$ cat src/common/qla_pkg.sv
// --------------------
// shared constants and types for the current-command path
// DAC_SCLK_HALF must be at least 1, frame layout assumes 4 channels
// --------------------
package qla_pkg;

    localparam int NUM_CHANNELS = 4;     // motor axes
    localparam int CMD_WIDTH    = 16;    // command / feedback sample
    localparam int ADDR_WIDTH   = 16;
    localparam int DATA_WIDTH   = 32;

    // --------------------
    // register map
    localparam logic [3:0] ADDR_MAIN        = 4'h0;  // addr[15:12], board area
    localparam logic [3:0] OFF_AMP_ENABLE   = 4'h0;  // chan 0 only, global reg
    localparam logic [3:0] OFF_DAC_CTRL     = 4'h1;  // commanded current
    localparam logic [3:0] OFF_MOTOR_STATUS = 4'hC;  // amp enable + command

    localparam logic [CMD_WIDTH-1:0] MIDSCALE = 16'h8000;  // zero current, offset binary

    // --------------------
    // quad DAC framing
    localparam logic [3:0] DAC_CMD_WRITE_UPDATE = 4'h3;  // write input reg and update
    localparam int DAC_FRAME_BITS = 24;    // cmd + addr + data
    localparam int DAC_SCLK_HALF  = 2;     // sysclk cycles per sclk half period
    localparam int DAC_BIT_CNT_W  = $clog2(DAC_FRAME_BITS + 1);
    localparam int DAC_HALF_CNT_W = $clog2(DAC_SCLK_HALF + 1);

    // --------------------
    // overcurrent check
    localparam int SAFETY_HOLD  = 8;       // cycles over limit before trip
    localparam int SAFETY_CNT_W = $clog2(SAFETY_HOLD + 1);
    localparam logic [CMD_WIDTH-1:0] SAFETY_MARGIN = 16'd256;  // fixed feedback allowance

    // channels 1..4 held as 0..3
    typedef logic [1:0] chan_t;

    typedef enum logic [2:0] {
        IDLE,   // wait for update pulse
        LOAD,   // build frame for current channel
        SHIFT,  // clock out 24 bits
        GAP,    // csel high between frames
        DONE    // drop busy
    } dac_state_e;

endpackage

$ cat src/common/reg_bus_if.sv
// --------------------
// host register bus, read data one cycle after raddr
// --------------------
`timescale 1ns/100ps

interface reg_bus_if;

    logic                            wen;      // quadlet write strobe
    logic                            blk_wen;  // marks write as end of block
    logic [qla_pkg::ADDR_WIDTH-1:0]  waddr;
    logic [qla_pkg::DATA_WIDTH-1:0]  wdata;
    logic [qla_pkg::ADDR_WIDTH-1:0]  raddr;
    logic [qla_pkg::DATA_WIDTH-1:0]  rdata;    // registered in channel_regs

    // top side
    modport host (
        output wen, blk_wen, waddr, wdata, raddr,
        input  rdata
    );

    // register block side
    modport regs (
        input  wen, blk_wen, waddr, wdata, raddr,
        output rdata
    );

endinterface

$ cat src/dac/dac_sequencer.sv
// --------------------
// frames one four-channel quad DAC update, busy until the last frame ends
// --------------------
`timescale 1ns/100ps

// control lines between the FSM and the serial pin driver
interface dac_link;

    logic                                load;      // capture frame
    logic [qla_pkg::DAC_FRAME_BITS-1:0]  frame;
    logic                                tick;      // sclk edge strobe
    logic                                last;      // final falling edge
    logic                                shift_en;  // frame in progress

    modport master (output load, frame, shift_en, input tick, last);
    modport slave  (input load, frame, shift_en, tick);

endinterface

module dac_sequencer (
    input  logic                           clk,
    input  logic                           rst,
    input  logic [qla_pkg::CMD_WIDTH-1:0]  cur_cmd [qla_pkg::NUM_CHANNELS],
    input  logic                           update,
    output logic                           dac_busy,
    output logic                           dac_sclk,
    output logic                           dac_mosi,
    output logic                           dac_csel
);

    qla_pkg::dac_state_e            state;
    qla_pkg::chan_t                 chan;   // channel being sent
    logic [qla_pkg::CMD_WIDTH-1:0]  snap [qla_pkg::NUM_CHANNELS];

    dac_link link ();

    assign link.load     = (state == qla_pkg::LOAD);
    assign link.shift_en = (state == qla_pkg::SHIFT);
    // cmd nibble, addr nibble (chan-1), 16-bit code
    assign link.frame    = {qla_pkg::DAC_CMD_WRITE_UPDATE, 2'b00, chan, snap[chan]};

    dac_bit_timer i_bit_timer (
        .clk  (clk),
        .rst  (rst),
        .run  (link.shift_en),
        .tick (link.tick),
        .last (link.last)
    );

    dac_shifter i_shifter (
        .clk      (clk),
        .rst      (rst),
        .link     (link),
        .dac_sclk (dac_sclk),
        .dac_mosi (dac_mosi),
        .dac_csel (dac_csel)
    );

    // --------------------
    // update FSM
    always_ff @(posedge clk) begin
        if (rst) begin
            state    <= qla_pkg::IDLE;
            chan     <= '0;
            dac_busy <= 1'b0;
        end else begin
            case (state)
                qla_pkg::IDLE: if (update) begin
                    chan     <= '0;
                    dac_busy <= 1'b1;
                    state    <= qla_pkg::LOAD;
                end
                qla_pkg::LOAD:  state <= qla_pkg::SHIFT;
                qla_pkg::SHIFT: if (link.last) state <= qla_pkg::GAP;
                qla_pkg::GAP: begin  // GAP + LOAD keep csel high 2 cycles
                    if (chan == qla_pkg::chan_t'(qla_pkg::NUM_CHANNELS - 1)) begin
                        state <= qla_pkg::DONE;
                    end else begin
                        chan  <= chan + 1'b1;
                        state <= qla_pkg::LOAD;
                    end
                end
                qla_pkg::DONE: begin
                    dac_busy <= 1'b0;  // pending request served next cycle
                    state    <= qla_pkg::IDLE;
                end
                default: state <= qla_pkg::IDLE;
            endcase
        end
    end

    // commands frozen for the whole update
    always_ff @(posedge clk) begin
        if (state == qla_pkg::IDLE && update) begin
            for (int i = 0; i < qla_pkg::NUM_CHANNELS; i++) begin
                snap[i] <= cur_cmd[i];
            end
        end
    end

endmodule

$ cat src/dac/dac_bit_timer.sv
// --------------------
// sclk phase and bit counter, cleared whenever run is low
// --------------------
`timescale 1ns/100ps

module dac_bit_timer (
    input  logic clk,
    input  logic rst,
    input  logic run,   // frame in progress
    output logic tick,  // one cycle before each sclk edge
    output logic last   // final falling edge of frame
);

    logic [qla_pkg::DAC_HALF_CNT_W-1:0] half_cnt;
    logic                               phase;    // 0 sclk low, 1 sclk high
    logic [qla_pkg::DAC_BIT_CNT_W-1:0]  bit_cnt;  // rising edges so far

    assign tick = run && (half_cnt == qla_pkg::DAC_HALF_CNT_W'(qla_pkg::DAC_SCLK_HALF - 1));
    assign last = tick && phase
                  && (bit_cnt == qla_pkg::DAC_BIT_CNT_W'(qla_pkg::DAC_FRAME_BITS));

    always_ff @(posedge clk) begin
        if (rst || !run) begin
            half_cnt <= '0;
            phase    <= 1'b0;
            bit_cnt  <= '0;
        end else if (tick) begin
            half_cnt <= '0;
            phase    <= ~phase;
            if (!phase) begin
                bit_cnt <= bit_cnt + 1'b1;  // rising edge
            end
        end else begin
            half_cnt <= half_cnt + 1'b1;
        end
    end

endmodule

$ cat src/dac/dac_shifter.sv
// --------------------
// MSB first, mosi changes on falling sclk
// --------------------
`timescale 1ns/100ps

module dac_shifter (
    input  logic   clk,
    input  logic   rst,
    dac_link.slave link,
    output logic   dac_sclk,
    output logic   dac_mosi,
    output logic   dac_csel
);

    logic [qla_pkg::DAC_FRAME_BITS-1:0] sreg;  // frame being shifted out

    assign dac_mosi = sreg[qla_pkg::DAC_FRAME_BITS-1];
    assign dac_csel = ~link.shift_en;  // active low

    // sclk follows the timer phase, idles low
    always_ff @(posedge clk) begin
        if (rst || !link.shift_en) begin
            dac_sclk <= 1'b0;
        end else if (link.tick) begin
            dac_sclk <= ~dac_sclk;
        end
    end

    always_ff @(posedge clk) begin
        if (link.load) begin
            sreg <= link.frame;
        end else if (link.shift_en && link.tick && dac_sclk) begin  // falling edge
            sreg <= {sreg[qla_pkg::DAC_FRAME_BITS-2:0], 1'b0};
        end
    end

endmodule

$ cat src/logic/channel_regs.sv
// --------------------
// per-channel command regs, one pending DAC update at most
// addr bits 11..8 are not decoded
// --------------------
`timescale 1ns/100ps

module channel_regs (
    input  logic                            clk,
    input  logic                            rst,
    reg_bus_if.regs                         bus,
    input  logic                            dac_busy,
    input  logic [qla_pkg::NUM_CHANNELS-1:0] amp_disable,
    output logic [qla_pkg::CMD_WIDTH-1:0]   cur_cmd [qla_pkg::NUM_CHANNELS],
    output logic                            update,
    output logic [qla_pkg::NUM_CHANNELS-1:0] clear_disable
);

    // write side decode
    logic [3:0]                        w_chan;     // addr[7:4], 1..4 valid
    logic [3:0]                        w_chan_m1;
    qla_pkg::chan_t                    w_idx;
    logic                              w_main;
    logic                              wr_cmd;
    logic                              wr_amp;
    logic                              cmd_req;    // pending update
    logic [qla_pkg::NUM_CHANNELS-1:0]  amp_mask;   // last written enable mask
    // read side decode
    logic [3:0]                        r_chan;
    logic [3:0]                        r_chan_m1;
    qla_pkg::chan_t                    r_idx;
    logic                              r_main;
    logic                              r_chan_ok;
    logic [qla_pkg::DATA_WIDTH-1:0]    rd_mux;

    assign w_chan    = bus.waddr[7:4];
    assign w_chan_m1 = w_chan - 4'd1;
    assign w_idx     = w_chan_m1[1:0];
    assign w_main    = (bus.waddr[15:12] == qla_pkg::ADDR_MAIN);
    assign wr_cmd    = bus.wen && w_main && (w_chan != 4'd0)
                       && (w_chan <= 4'(qla_pkg::NUM_CHANNELS))
                       && (bus.waddr[3:0] == qla_pkg::OFF_DAC_CTRL);
    assign wr_amp    = bus.wen && w_main && (w_chan == 4'd0)
                       && (bus.waddr[3:0] == qla_pkg::OFF_AMP_ENABLE);

    // fire as soon as the DAC is idle, busy rises the next cycle
    assign update = cmd_req && !dac_busy;

    // --------------------
    // write path
    always_ff @(posedge clk) begin
        if (rst) begin
            cmd_req       <= 1'b0;
            amp_mask      <= '0;
            clear_disable <= '0;
            for (int i = 0; i < qla_pkg::NUM_CHANNELS; i++) begin
                cur_cmd[i] <= qla_pkg::MIDSCALE;
            end
        end else begin
            clear_disable <= '0;  // single-cycle pulse
            if (wr_cmd) begin
                cur_cmd[w_idx] <= bus.wdata[qla_pkg::CMD_WIDTH-1:0];
            end
            if (wr_cmd && bus.blk_wen) begin
                cmd_req <= 1'b1;  // later block writes merge here
            end else if (update) begin
                cmd_req <= 1'b0;
            end
            if (wr_amp) begin
                amp_mask      <= bus.wdata[qla_pkg::NUM_CHANNELS-1:0];
                clear_disable <= bus.wdata[qla_pkg::NUM_CHANNELS-1:0];
            end
        end
    end

    // --------------------
    // read path
    assign r_chan    = bus.raddr[7:4];
    assign r_chan_m1 = r_chan - 4'd1;
    assign r_idx     = r_chan_m1[1:0];
    assign r_main    = (bus.raddr[15:12] == qla_pkg::ADDR_MAIN);
    assign r_chan_ok = (r_chan != 4'd0) && (r_chan <= 4'(qla_pkg::NUM_CHANNELS));

    always_comb begin
        rd_mux = '0;
        if (r_main && r_chan_ok) begin
            case (bus.raddr[3:0])
                qla_pkg::OFF_DAC_CTRL:
                    rd_mux = {{(qla_pkg::DATA_WIDTH - qla_pkg::CMD_WIDTH){1'b0}}, cur_cmd[r_idx]};
                qla_pkg::OFF_MOTOR_STATUS:  // bit 28 = amp enabled
                    rd_mux = {3'b000, ~amp_disable[r_idx], 12'd0, cur_cmd[r_idx]};
                default:
                    rd_mux = '0;
            endcase
        end else if (r_main && (r_chan == 4'd0) && (bus.raddr[3:0] == qla_pkg::OFF_AMP_ENABLE)) begin
            rd_mux = {{(qla_pkg::DATA_WIDTH - qla_pkg::NUM_CHANNELS){1'b0}}, amp_mask};
        end
    end

    always_ff @(posedge clk) begin
        bus.rdata <= rd_mux;  // valid one cycle after raddr
    end

endmodule

$ cat src/logic/safety_check.sv
// --------------------
// trips when |fb| > 2*|cmd| + margin for SAFETY_HOLD+1 cycles
// --------------------
`timescale 1ns/100ps

module safety_check (
    input  logic                             clk,
    input  logic                             rst,
    input  logic [qla_pkg::CMD_WIDTH-1:0]    cur_fb [qla_pkg::NUM_CHANNELS],
    input  logic [qla_pkg::CMD_WIDTH-1:0]    cur_cmd [qla_pkg::NUM_CHANNELS],
    input  logic [qla_pkg::NUM_CHANNELS-1:0] clear_disable,
    output logic [qla_pkg::NUM_CHANNELS-1:0] amp_disable
);

    logic [qla_pkg::CMD_WIDTH-1:0]    fb_mag [qla_pkg::NUM_CHANNELS];   // distance from midscale
    logic [qla_pkg::CMD_WIDTH-1:0]    cmd_mag [qla_pkg::NUM_CHANNELS];
    logic [qla_pkg::CMD_WIDTH+1:0]    limit [qla_pkg::NUM_CHANNELS];    // 2x plus margin, no overflow
    logic [qla_pkg::NUM_CHANNELS-1:0] over;
    logic [qla_pkg::SAFETY_CNT_W-1:0] hold_cnt [qla_pkg::NUM_CHANNELS]; // saturates at SAFETY_HOLD

    // offset binary, msb set means positive side
    always_comb begin
        for (int i = 0; i < qla_pkg::NUM_CHANNELS; i++) begin
            fb_mag[i]  = cur_fb[i][qla_pkg::CMD_WIDTH-1] ? cur_fb[i] - qla_pkg::MIDSCALE
                                                        : qla_pkg::MIDSCALE - cur_fb[i];
            cmd_mag[i] = cur_cmd[i][qla_pkg::CMD_WIDTH-1] ? cur_cmd[i] - qla_pkg::MIDSCALE
                                                          : qla_pkg::MIDSCALE - cur_cmd[i];
            limit[i]   = {1'b0, cmd_mag[i], 1'b0} + {2'b00, qla_pkg::SAFETY_MARGIN};
            over[i]    = {2'b00, fb_mag[i]} > limit[i];
        end
    end

    always_ff @(posedge clk) begin
        if (rst) begin
            amp_disable <= '0;
            for (int i = 0; i < qla_pkg::NUM_CHANNELS; i++) begin
                hold_cnt[i] <= '0;
            end
        end else begin
            for (int i = 0; i < qla_pkg::NUM_CHANNELS; i++) begin
                if (clear_disable[i]) begin  // host re-enable wins
                    hold_cnt[i]    <= '0;
                    amp_disable[i] <= 1'b0;
                end else if (!over[i]) begin
                    hold_cnt[i] <= '0;       // must be consecutive
                end else if (hold_cnt[i] == qla_pkg::SAFETY_CNT_W'(qla_pkg::SAFETY_HOLD)) begin
                    amp_disable[i] <= 1'b1;  // latched until cleared
                end else begin
                    hold_cnt[i] <= hold_cnt[i] + 1'b1;
                end
            end
        end
    end

endmodule

$ cat src/logic/motor_ctrl_top.sv
// --------------------
// current-command path top, feedback arrives as plain ports
// --------------------
`timescale 1ns/100ps

module motor_ctrl_top (
    input  logic                             clk,
    input  logic                             rst,
    // host register bus
    input  logic                             reg_wen,
    input  logic                             reg_blk_wen,
    input  logic [qla_pkg::ADDR_WIDTH-1:0]   reg_waddr,
    input  logic [qla_pkg::DATA_WIDTH-1:0]   reg_wdata,
    input  logic [qla_pkg::ADDR_WIDTH-1:0]   reg_raddr,
    output logic [qla_pkg::DATA_WIDTH-1:0]   reg_rdata,
    // measured current, offset binary
    input  logic [qla_pkg::CMD_WIDTH-1:0]    cur_fb [qla_pkg::NUM_CHANNELS],
    // quad DAC pins and status
    output logic                             dac_sclk,
    output logic                             dac_mosi,
    output logic                             dac_csel,
    output logic                             dac_busy,
    output logic [qla_pkg::NUM_CHANNELS-1:0] amp_disable
);

    logic [qla_pkg::CMD_WIDTH-1:0]    cur_cmd [qla_pkg::NUM_CHANNELS];
    logic                             update;         // start DAC update
    logic [qla_pkg::NUM_CHANNELS-1:0] clear_disable;  // from amp-enable write

    reg_bus_if bus ();

    // --------------------
    // bundle the host bus
    assign bus.wen     = reg_wen;
    assign bus.blk_wen = reg_blk_wen;
    assign bus.waddr   = reg_waddr;
    assign bus.wdata   = reg_wdata;
    assign bus.raddr   = reg_raddr;
    assign reg_rdata   = bus.rdata;

    channel_regs i_channel_regs (
        .clk           (clk),
        .rst           (rst),
        .bus           (bus),
        .dac_busy      (dac_busy),
        .amp_disable   (amp_disable),
        .cur_cmd       (cur_cmd),
        .update        (update),
        .clear_disable (clear_disable)
    );

    safety_check i_safety_check (
        .clk           (clk),
        .rst           (rst),
        .cur_fb        (cur_fb),
        .cur_cmd       (cur_cmd),
        .clear_disable (clear_disable),
        .amp_disable   (amp_disable)
    );

    dac_sequencer i_dac_sequencer (
        .clk      (clk),
        .rst      (rst),
        .cur_cmd  (cur_cmd),
        .update   (update),
        .dac_busy (dac_busy),
        .dac_sclk (dac_sclk),
        .dac_mosi (dac_mosi),
        .dac_csel (dac_csel)
    );

endmodule

$ cat config.mk
export PLATFORM = sky130hd
export DESIGN_NAME = motor_ctrl_top
export DESIGN_NICKNAME = d
export VERILOG_FILES = /design/src/common/qla_pkg.sv /design/src/common/reg_bus_if.sv /design/src/dac/dac_sequencer.sv /design/src/dac/dac_bit_timer.sv /design/src/dac/dac_shifter.sv /design/src/logic/channel_regs.sv /design/src/logic/safety_check.sv /design/src/logic/motor_ctrl_top.sv
export SDC_FILE = /design/constraint.sdc
export NUM_CORES = 1
export LEC_CHECK = 0
export ABC_CLOCK_PERIOD_IN_PS = 5570
export BUFFER_PORTS_ARGS = -buffer_cell sky130_fd_sc_hd__buf_2
export CAP_MARGIN = 20
export CORE_MARGIN = 2
export CORE_UTILIZATION = 56
export DETAILED_ROUTE_END_ITERATION = 8
export HOLD_SLACK_MARGIN = 0.08
export PLACE_DENSITY = 0.82
export SLEW_MARGIN = 5
export SYNTH_ARGS = -nofsm -noshare
export SYNTH_HDL_FRONTEND = slang
export SYNTH_HIERARCHICAL = 1
export SYNTH_SLANG_ARGS = --single-unit
$ cat constraint.sdc
create_clock -name clk -period 5.57 [get_ports clk]
set_input_delay 1.114 -clock clk [delete_from_list [all_inputs] [get_ports clk]]
set_output_delay 1.114 -clock clk [all_outputs]
set_load 0.02 [all_outputs]
======== Word-level counts from Yosys, hierarchy flattened ========
Memory sizes are Yosys's and may differ from the RTL's. A register that Yosys moved wholly into a read port is not among the register bits.
Cells that the tools add are included.
storage, ports and cells
  memories kept ........................... 2
  output and inout port bits .............. 40
  register bits ........................... 148
  bits in writable memories ............... 80
  input bits .............................. 132
  word-level logic and storage cells ...... 245
cells by class
  reductions and logical operators ........ 49
  eq/ne operators ......................... 17
  bitwise operators ....................... 19
  order comparisons ....................... 10
  muxes and demuxes ....................... 98
  add/sub/neg operators ................... 29
memories
  name                     words  width  read ports  clocked after memory_dff  write ports  RTL line             RTL
  i_dac_sequencer.snap     4      16     1           1                         4            dac_sequencer.sv:33  logic [qla_pkg::CMD_WIDTH-1:0] snap [qla_pkg::NUM_CHANNELS];
  i_safety_check.hold_cnt  4      4      4           0                         4            safety_check.sv:19   logic [qla_pkg::SAFETY_CNT_W-1:0] hold_cnt [qla_pkg::NUM_CHANNELS];
operator list
  operator                                                               count
  16-bit 2-to-1 mux                                                      11
  16-bit subtractor, first input constant                                8
  16-bit subtractor, second input constant                               8
  17-bit by 9-bit adder with 18-bit output, second input constant        4
  16-bit by 18-bit greater-than comparator with 1-bit output             4
  64-bit bitwise mux                                                     1
  29-bit one-hot mux with 2 select lines                                 1
  1-bit 2-to-1 mux                                                       56
  4-bit 2-to-1 mux                                                       13
  18-bit 2-to-1 mux                                                      2
  16-bit binary-select mux with 2-bit select                             1
  16-bit demux with 2-bit select                                         1
  32-bit 2-to-1 mux                                                      1
  4-bit logical NOT                                                      6
  4-bit equality test, second input constant                             5
  1-bit logical AND                                                      19
  4-bit by 1-bit adder with 4-bit output, second input constant          4
  2-bit AND reduction                                                    7
  1-bit OR                                                               12
  3-bit one-hot mux with 4 select lines                                  1
  2-bit OR reduction                                                     6
  3-bit 2-to-1 mux                                                       3
  4-bit by 1-bit equality test with 1-bit output, second input constant  2
  4-bit by 3-bit <= comparator with 1-bit output, second input constant  2
  26 further kinds                                                       44

======== Logic depth before layout (Yosys ltp) ========
  depth in word-level cells ............... 10
  mapped depth ............................ 20
  mapped depth without buffers ............ 20

======== Cells and area by module ========
The synthesis kept the hierarchy.
by module, submodules not included
  module         area an instance (µm²)  times used  sequential area each (µm²)  cells each
  safety_check   5,576.6                 1           560.5                       756
  channel_regs   3,856.2                 1           1,801.7                     395
  dac_sequencer  2,673.8                 1           2,082.0                     120
  dac_shifter    1,146.1                 1           740.7                       56
  dac_bit_timer  371.6                   1           160.2                       41

======== Least setup slack after synthesis ========
No wires, ideal clock.
  path kind ............................... input port to flip-flop
  start point ............................. input port cur_fb[3] in the netlist's numbering
  end point ............................... memory i_safety_check/hold_cnt[3][0] in the netlist's numbering, enable pin
  data arrival time ....................... 4.033 ns
  library setup time ...................... 0.273 ns
  stages on the path ...................... 12
  path buffers ............................ 0
  data required time ...................... 5.297 ns
  setup slack ............................. 1.264 ns
  cell sequence ........................... nor2_1 -> nor4b_1 -> nor3b_1 -> nor4bb_1 -> a21oi_1 -> xor2_1 -> ha_1 -> nand2_1 -> or2_2 -> o32ai_1 -> o31ai_1 -> or3_1
RTL lines
  what         RTL line              RTL
  from (decl)  motor_ctrl_top.sv:17  input logic [qla_pkg::CMD_WIDTH-1:0] cur_fb [qla_pkg::NUM_CHANNELS],
  to (decl)    safety_check.sv:19

==> summary.txt <==
Run status
  • Status: completed

Timing
  • Setup TNS: 0 ns
  • Slew headroom: 0.335
  • Final period util: 0.838
  • Fin. Hold Viols: 0
  • Fmax: 214 MHz
  • Max-slew violation count: 0
  • # setup viols final: 0
  • Min Tclk post-route: ~4.7 ns
  • Worst slew pin tran: around 1 ns
  • Skew final: approximately 0.0088 ns
  • Unrepaired setup endpoints after global routing: no

Synthesis
  • Main synth FF type: dfxtp_1
  • Netlist cell types: 81
  • Most area-consuming cells after synthesis: edfxtp_1 (23%), dfxtp_1 (16%), ha_1 (7.8%)
  • Ys async rst share: 0
  • Syn Std Cell Area: 13600 µm²
  • EDFF count, synth: between 100 and 150
  • Register area share after synthesis: 0.392
  • Yosys top cell by area: edfxtp_1
  • Synthesis-stage register bit count: between 200 and 250
  • Synthesized area per cell: around 10 µm²
  • Post-Synthesis Cells: roughly 1400
  • Top cell type's share of synthesized area: 0.229
  • Yosys warns: 6

Floorplan
  • Die area: approximately 26000 µm²
  • Core ar.: 24100 µm²
  • Die Height: between 150 and 200 µm
  • Chip Width: ~160 µm
  • Io pins: around 170
  • Initial Util: 0.565
  • Rows: 57

Hold path
  • Min-Delay Path Class: reg -> reg
  • Worst hold stages: 1

Clocking
  • Post-cts sizing count: 0
  • # Post-CTS Setup Buffers: 0
  • CTS tree: built
  • H-tree levels: 1
  • Num CTS Buffers: 23
  • Worst-path clk slew: around 0.060 ns
  • CTS hold repair buffers: 0
  • CTS Buffer Depth: 3
  • Clk sinks: 215
  • Clock root cell: clkbuf_16
  • Clk Latency, worst-skew pair: about 0.5 ns

Drt
  • Drt total wl: roughly 32000 µm
  • 1st-pass router iterations: 5
  • Metal2 WL: ~16000 µm
  • 1st-iter DRT viols: 878
  • Routed wire length per instance: about 18 µm
  • Via density: about 6.0
  • Antenna viol nets, final: 0
  • DRC violations left: 0
  • Met1 wire length: between 10000 and 15000 µm
  • Max Used Layer: met4
  • Vias: around 11000
  • Met3 Wirelength: ~2400 µm

GRT
  • Pin count of the biggest net entering global routing: 65
  • First-pass GRT wire length: ~52000 µm
  • GR Util All Layers: 0.249
  • Vias in the first global route: ~10000
  • Initial antenna violation count: 4
  • GR Overflow Total: 0

Worst setup path
  • WP data required: a little under 6 ns
  • Setup crit start kind: register
  • CP Max Fanout: 7
  • CP endpoint kind: register
  • Arrival @ worst endpoint: a little under 5 ns
  • WS Path Type: reg -> reg
  • Reg2Reg Depth: 18

Pwr
  • PwrDens: between 200 and 250 nW/µm²
  • Leak Pwr: between 0.005 and 0.006 µW
  • VDD IR max: 173 µV

Placement
  • Dpl hpwl: 23700 µm
  • Routability cong.: 0.874
  • Placement Cell Area: 14400 µm²
  • I/O Buffers: about 130

Layout
  • Nets: around 1700
  • Share of cells above drive strength 1: 0.177
  • Area grow syn2layout: 11.2%
  • Final instance area: approximately 15000 µm²

Flow run
  • Max Cap Viol: 0
## registers in the layout (all words and copies together), names as in the netlist, named ones only
| register | count |
|---|---|
| i_channel_regs/clear_disable | 4 |
| i_dac_sequencer/dac_busy | 1 |
| i_dac_sequencer/i_shifter/dac_sclk | 1 |
| i_channel_regs/cur_cmd | 64 |
| i_safety_check/hold_cnt | 16 |
| i_channel_regs/cmd_req | 1 |
| i_dac_sequencer/i_bit_timer/phase | 1 |
| i_dac_sequencer/chan | 2 |
| i_dac_sequencer/i_shifter/sreg | 24 |
| i_dac_sequencer/state | 3 |
| i_dac_sequencer/i_bit_timer/bit_cnt | 5 |
| i_dac_sequencer/snap | 64 |
| i_channel_regs/amp_mask | 4 |
| i_channel_regs/bus.rdata | 17 |
| i_safety_check/amp_disable | 4 |
| i_dac_sequencer/i_bit_timer/half_cnt | 2 |
## path summary, 6_finish.rpt
kind                                           start                                 endpoint  slack, ns
max                       i_channel_regs/cur_cmd[48]            i_safety_check/hold_cnt[0][3]       0.90
min          i_dac_sequencer/i_bit_timer/half_cnt[0]  i_dac_sequencer/i_bit_timer/half_cnt[0]       0.44
max reg2reg               i_channel_regs/cur_cmd[48]            i_safety_check/hold_cnt[0][3]       0.90
min reg2reg  i_dac_sequencer/i_bit_timer/half_cnt[0]  i_dac_sequencer/i_bit_timer/half_cnt[0]       0.44
## routing by layer
layer,vias up,track usage
met5,-,0
met3,65,0.0314
li1,5182,-
met2,466,0.429
met1,5213,0.328
met4,0,0.0823
## cell usage after synthesis, drive strengths merged (8+ instances only)
master,n
o21ai,18
mux2,24
edfxtp,104
mux2i,29
a31oi,28
nor4b,8
xor2,74
nor2,114
nand3,21
or4,8
nor2b,17
inv,61
clkbuf,29
nor4,33
xnor2,67
nand2,131
or3,8
dfxtp,111
a21o,10
a21oi,109
and2,10
and3,15
buf,42
nand4,19
mux4,33
nor3,51
ha,85
## power by group
part | internal, µW | leakage [µW] | switching, µW
clock | 901 | 0.000368 | 603
combinational | 134 | 0.00353 | 182
sequential | 1650 | 0.00177 | 7.37
total | 2690 | 0.00567 | 792
## layout by cell type, fill, tap and decap left out, drive strengths merged, types with 10 or more instances in the layout
master	instances
xnor2	67
mux4	33
buf	142
xor2	74
dfxtp	111
a21oi	109
o21ai	18
conb	21
a31oi	28
mux2i	29
a21o	10
nand3	21
ha	85
mux2	24
and2	10
inv	62
nor4	33
clkbuf	34
nand2	131
edfxtp	104
nor3	51
and3	15
nor2	114
nor2b	17
nand4	19
## kinds of logic (layout without fill, tap and decap cells)
kind of cell | after synthesis | after routing | synth area share
AND/OR/NAND/NOR | 486 | 486 | 0.186
AO/OA/AOI/OAI | 220 | 220 | 0.101
flip-flops | 215 | 215 | 0.392
XOR/XNOR | 141 | 141 | 0.0906
buffers and inverters | 132 | 244 | 0.0497
multiplexers | 86 | 86 | 0.101
adder cells (fa/ha/maj) | 85 | 85 | 0.0781
other | 3 | 25 | 0.000826
## final cells by class
class	instances	area, µm²
clock inverter	7	65.1
inverter	61	229
multi-input combinational	1039	7670
sequential	215	5350
antenna	4	10.0
fill	1918	8950
timing repair buffer	142	736
tap	324	405
clock buffer	34	688
## per-stage QoR
stage | power (µW) | utilization | std cells | setup WS [ns] | hold WS, ns
6_report | 3480 | 0.629 | 1826 | 0.902 | 0.437
5_1_grt | 3590 | 0.629 | 1826 | 0.639 | 0.458
4_1_cts | 3490 | 0.628 | 1822 | 0.994 | 0.440
3_5_place_dp | 2010 | 0.597 | 1781 | 0.702 | 0.432
3_3_place_gp | 1990 | 0.597 | 1781 | 0.854 | 0.416
2_1_floorplan | 1900 | - | 1386 | 1.26 | 0.408
## critical path, cell delays in order, from the launching register on
cell and delay (ns):
dfxtp_1 0.49, inv_1 0.11, ha_1 0.27, nor2b_1 0.20
a31oi_1 0.28, xor2_1 0.26, ha_1 0.24, nand2_1 0.06
mux2_2 0.28, or3_1 0.34, nor2_1 0.13, xor2_1 0.10
ha_1 0.31, nand4_1 0.14, nor3_1 0.27, a21boi_0 0.26
o41ai_1 0.09, buf_4 0.17, or3_1 0.39
(Power assumes the default switching activity.)
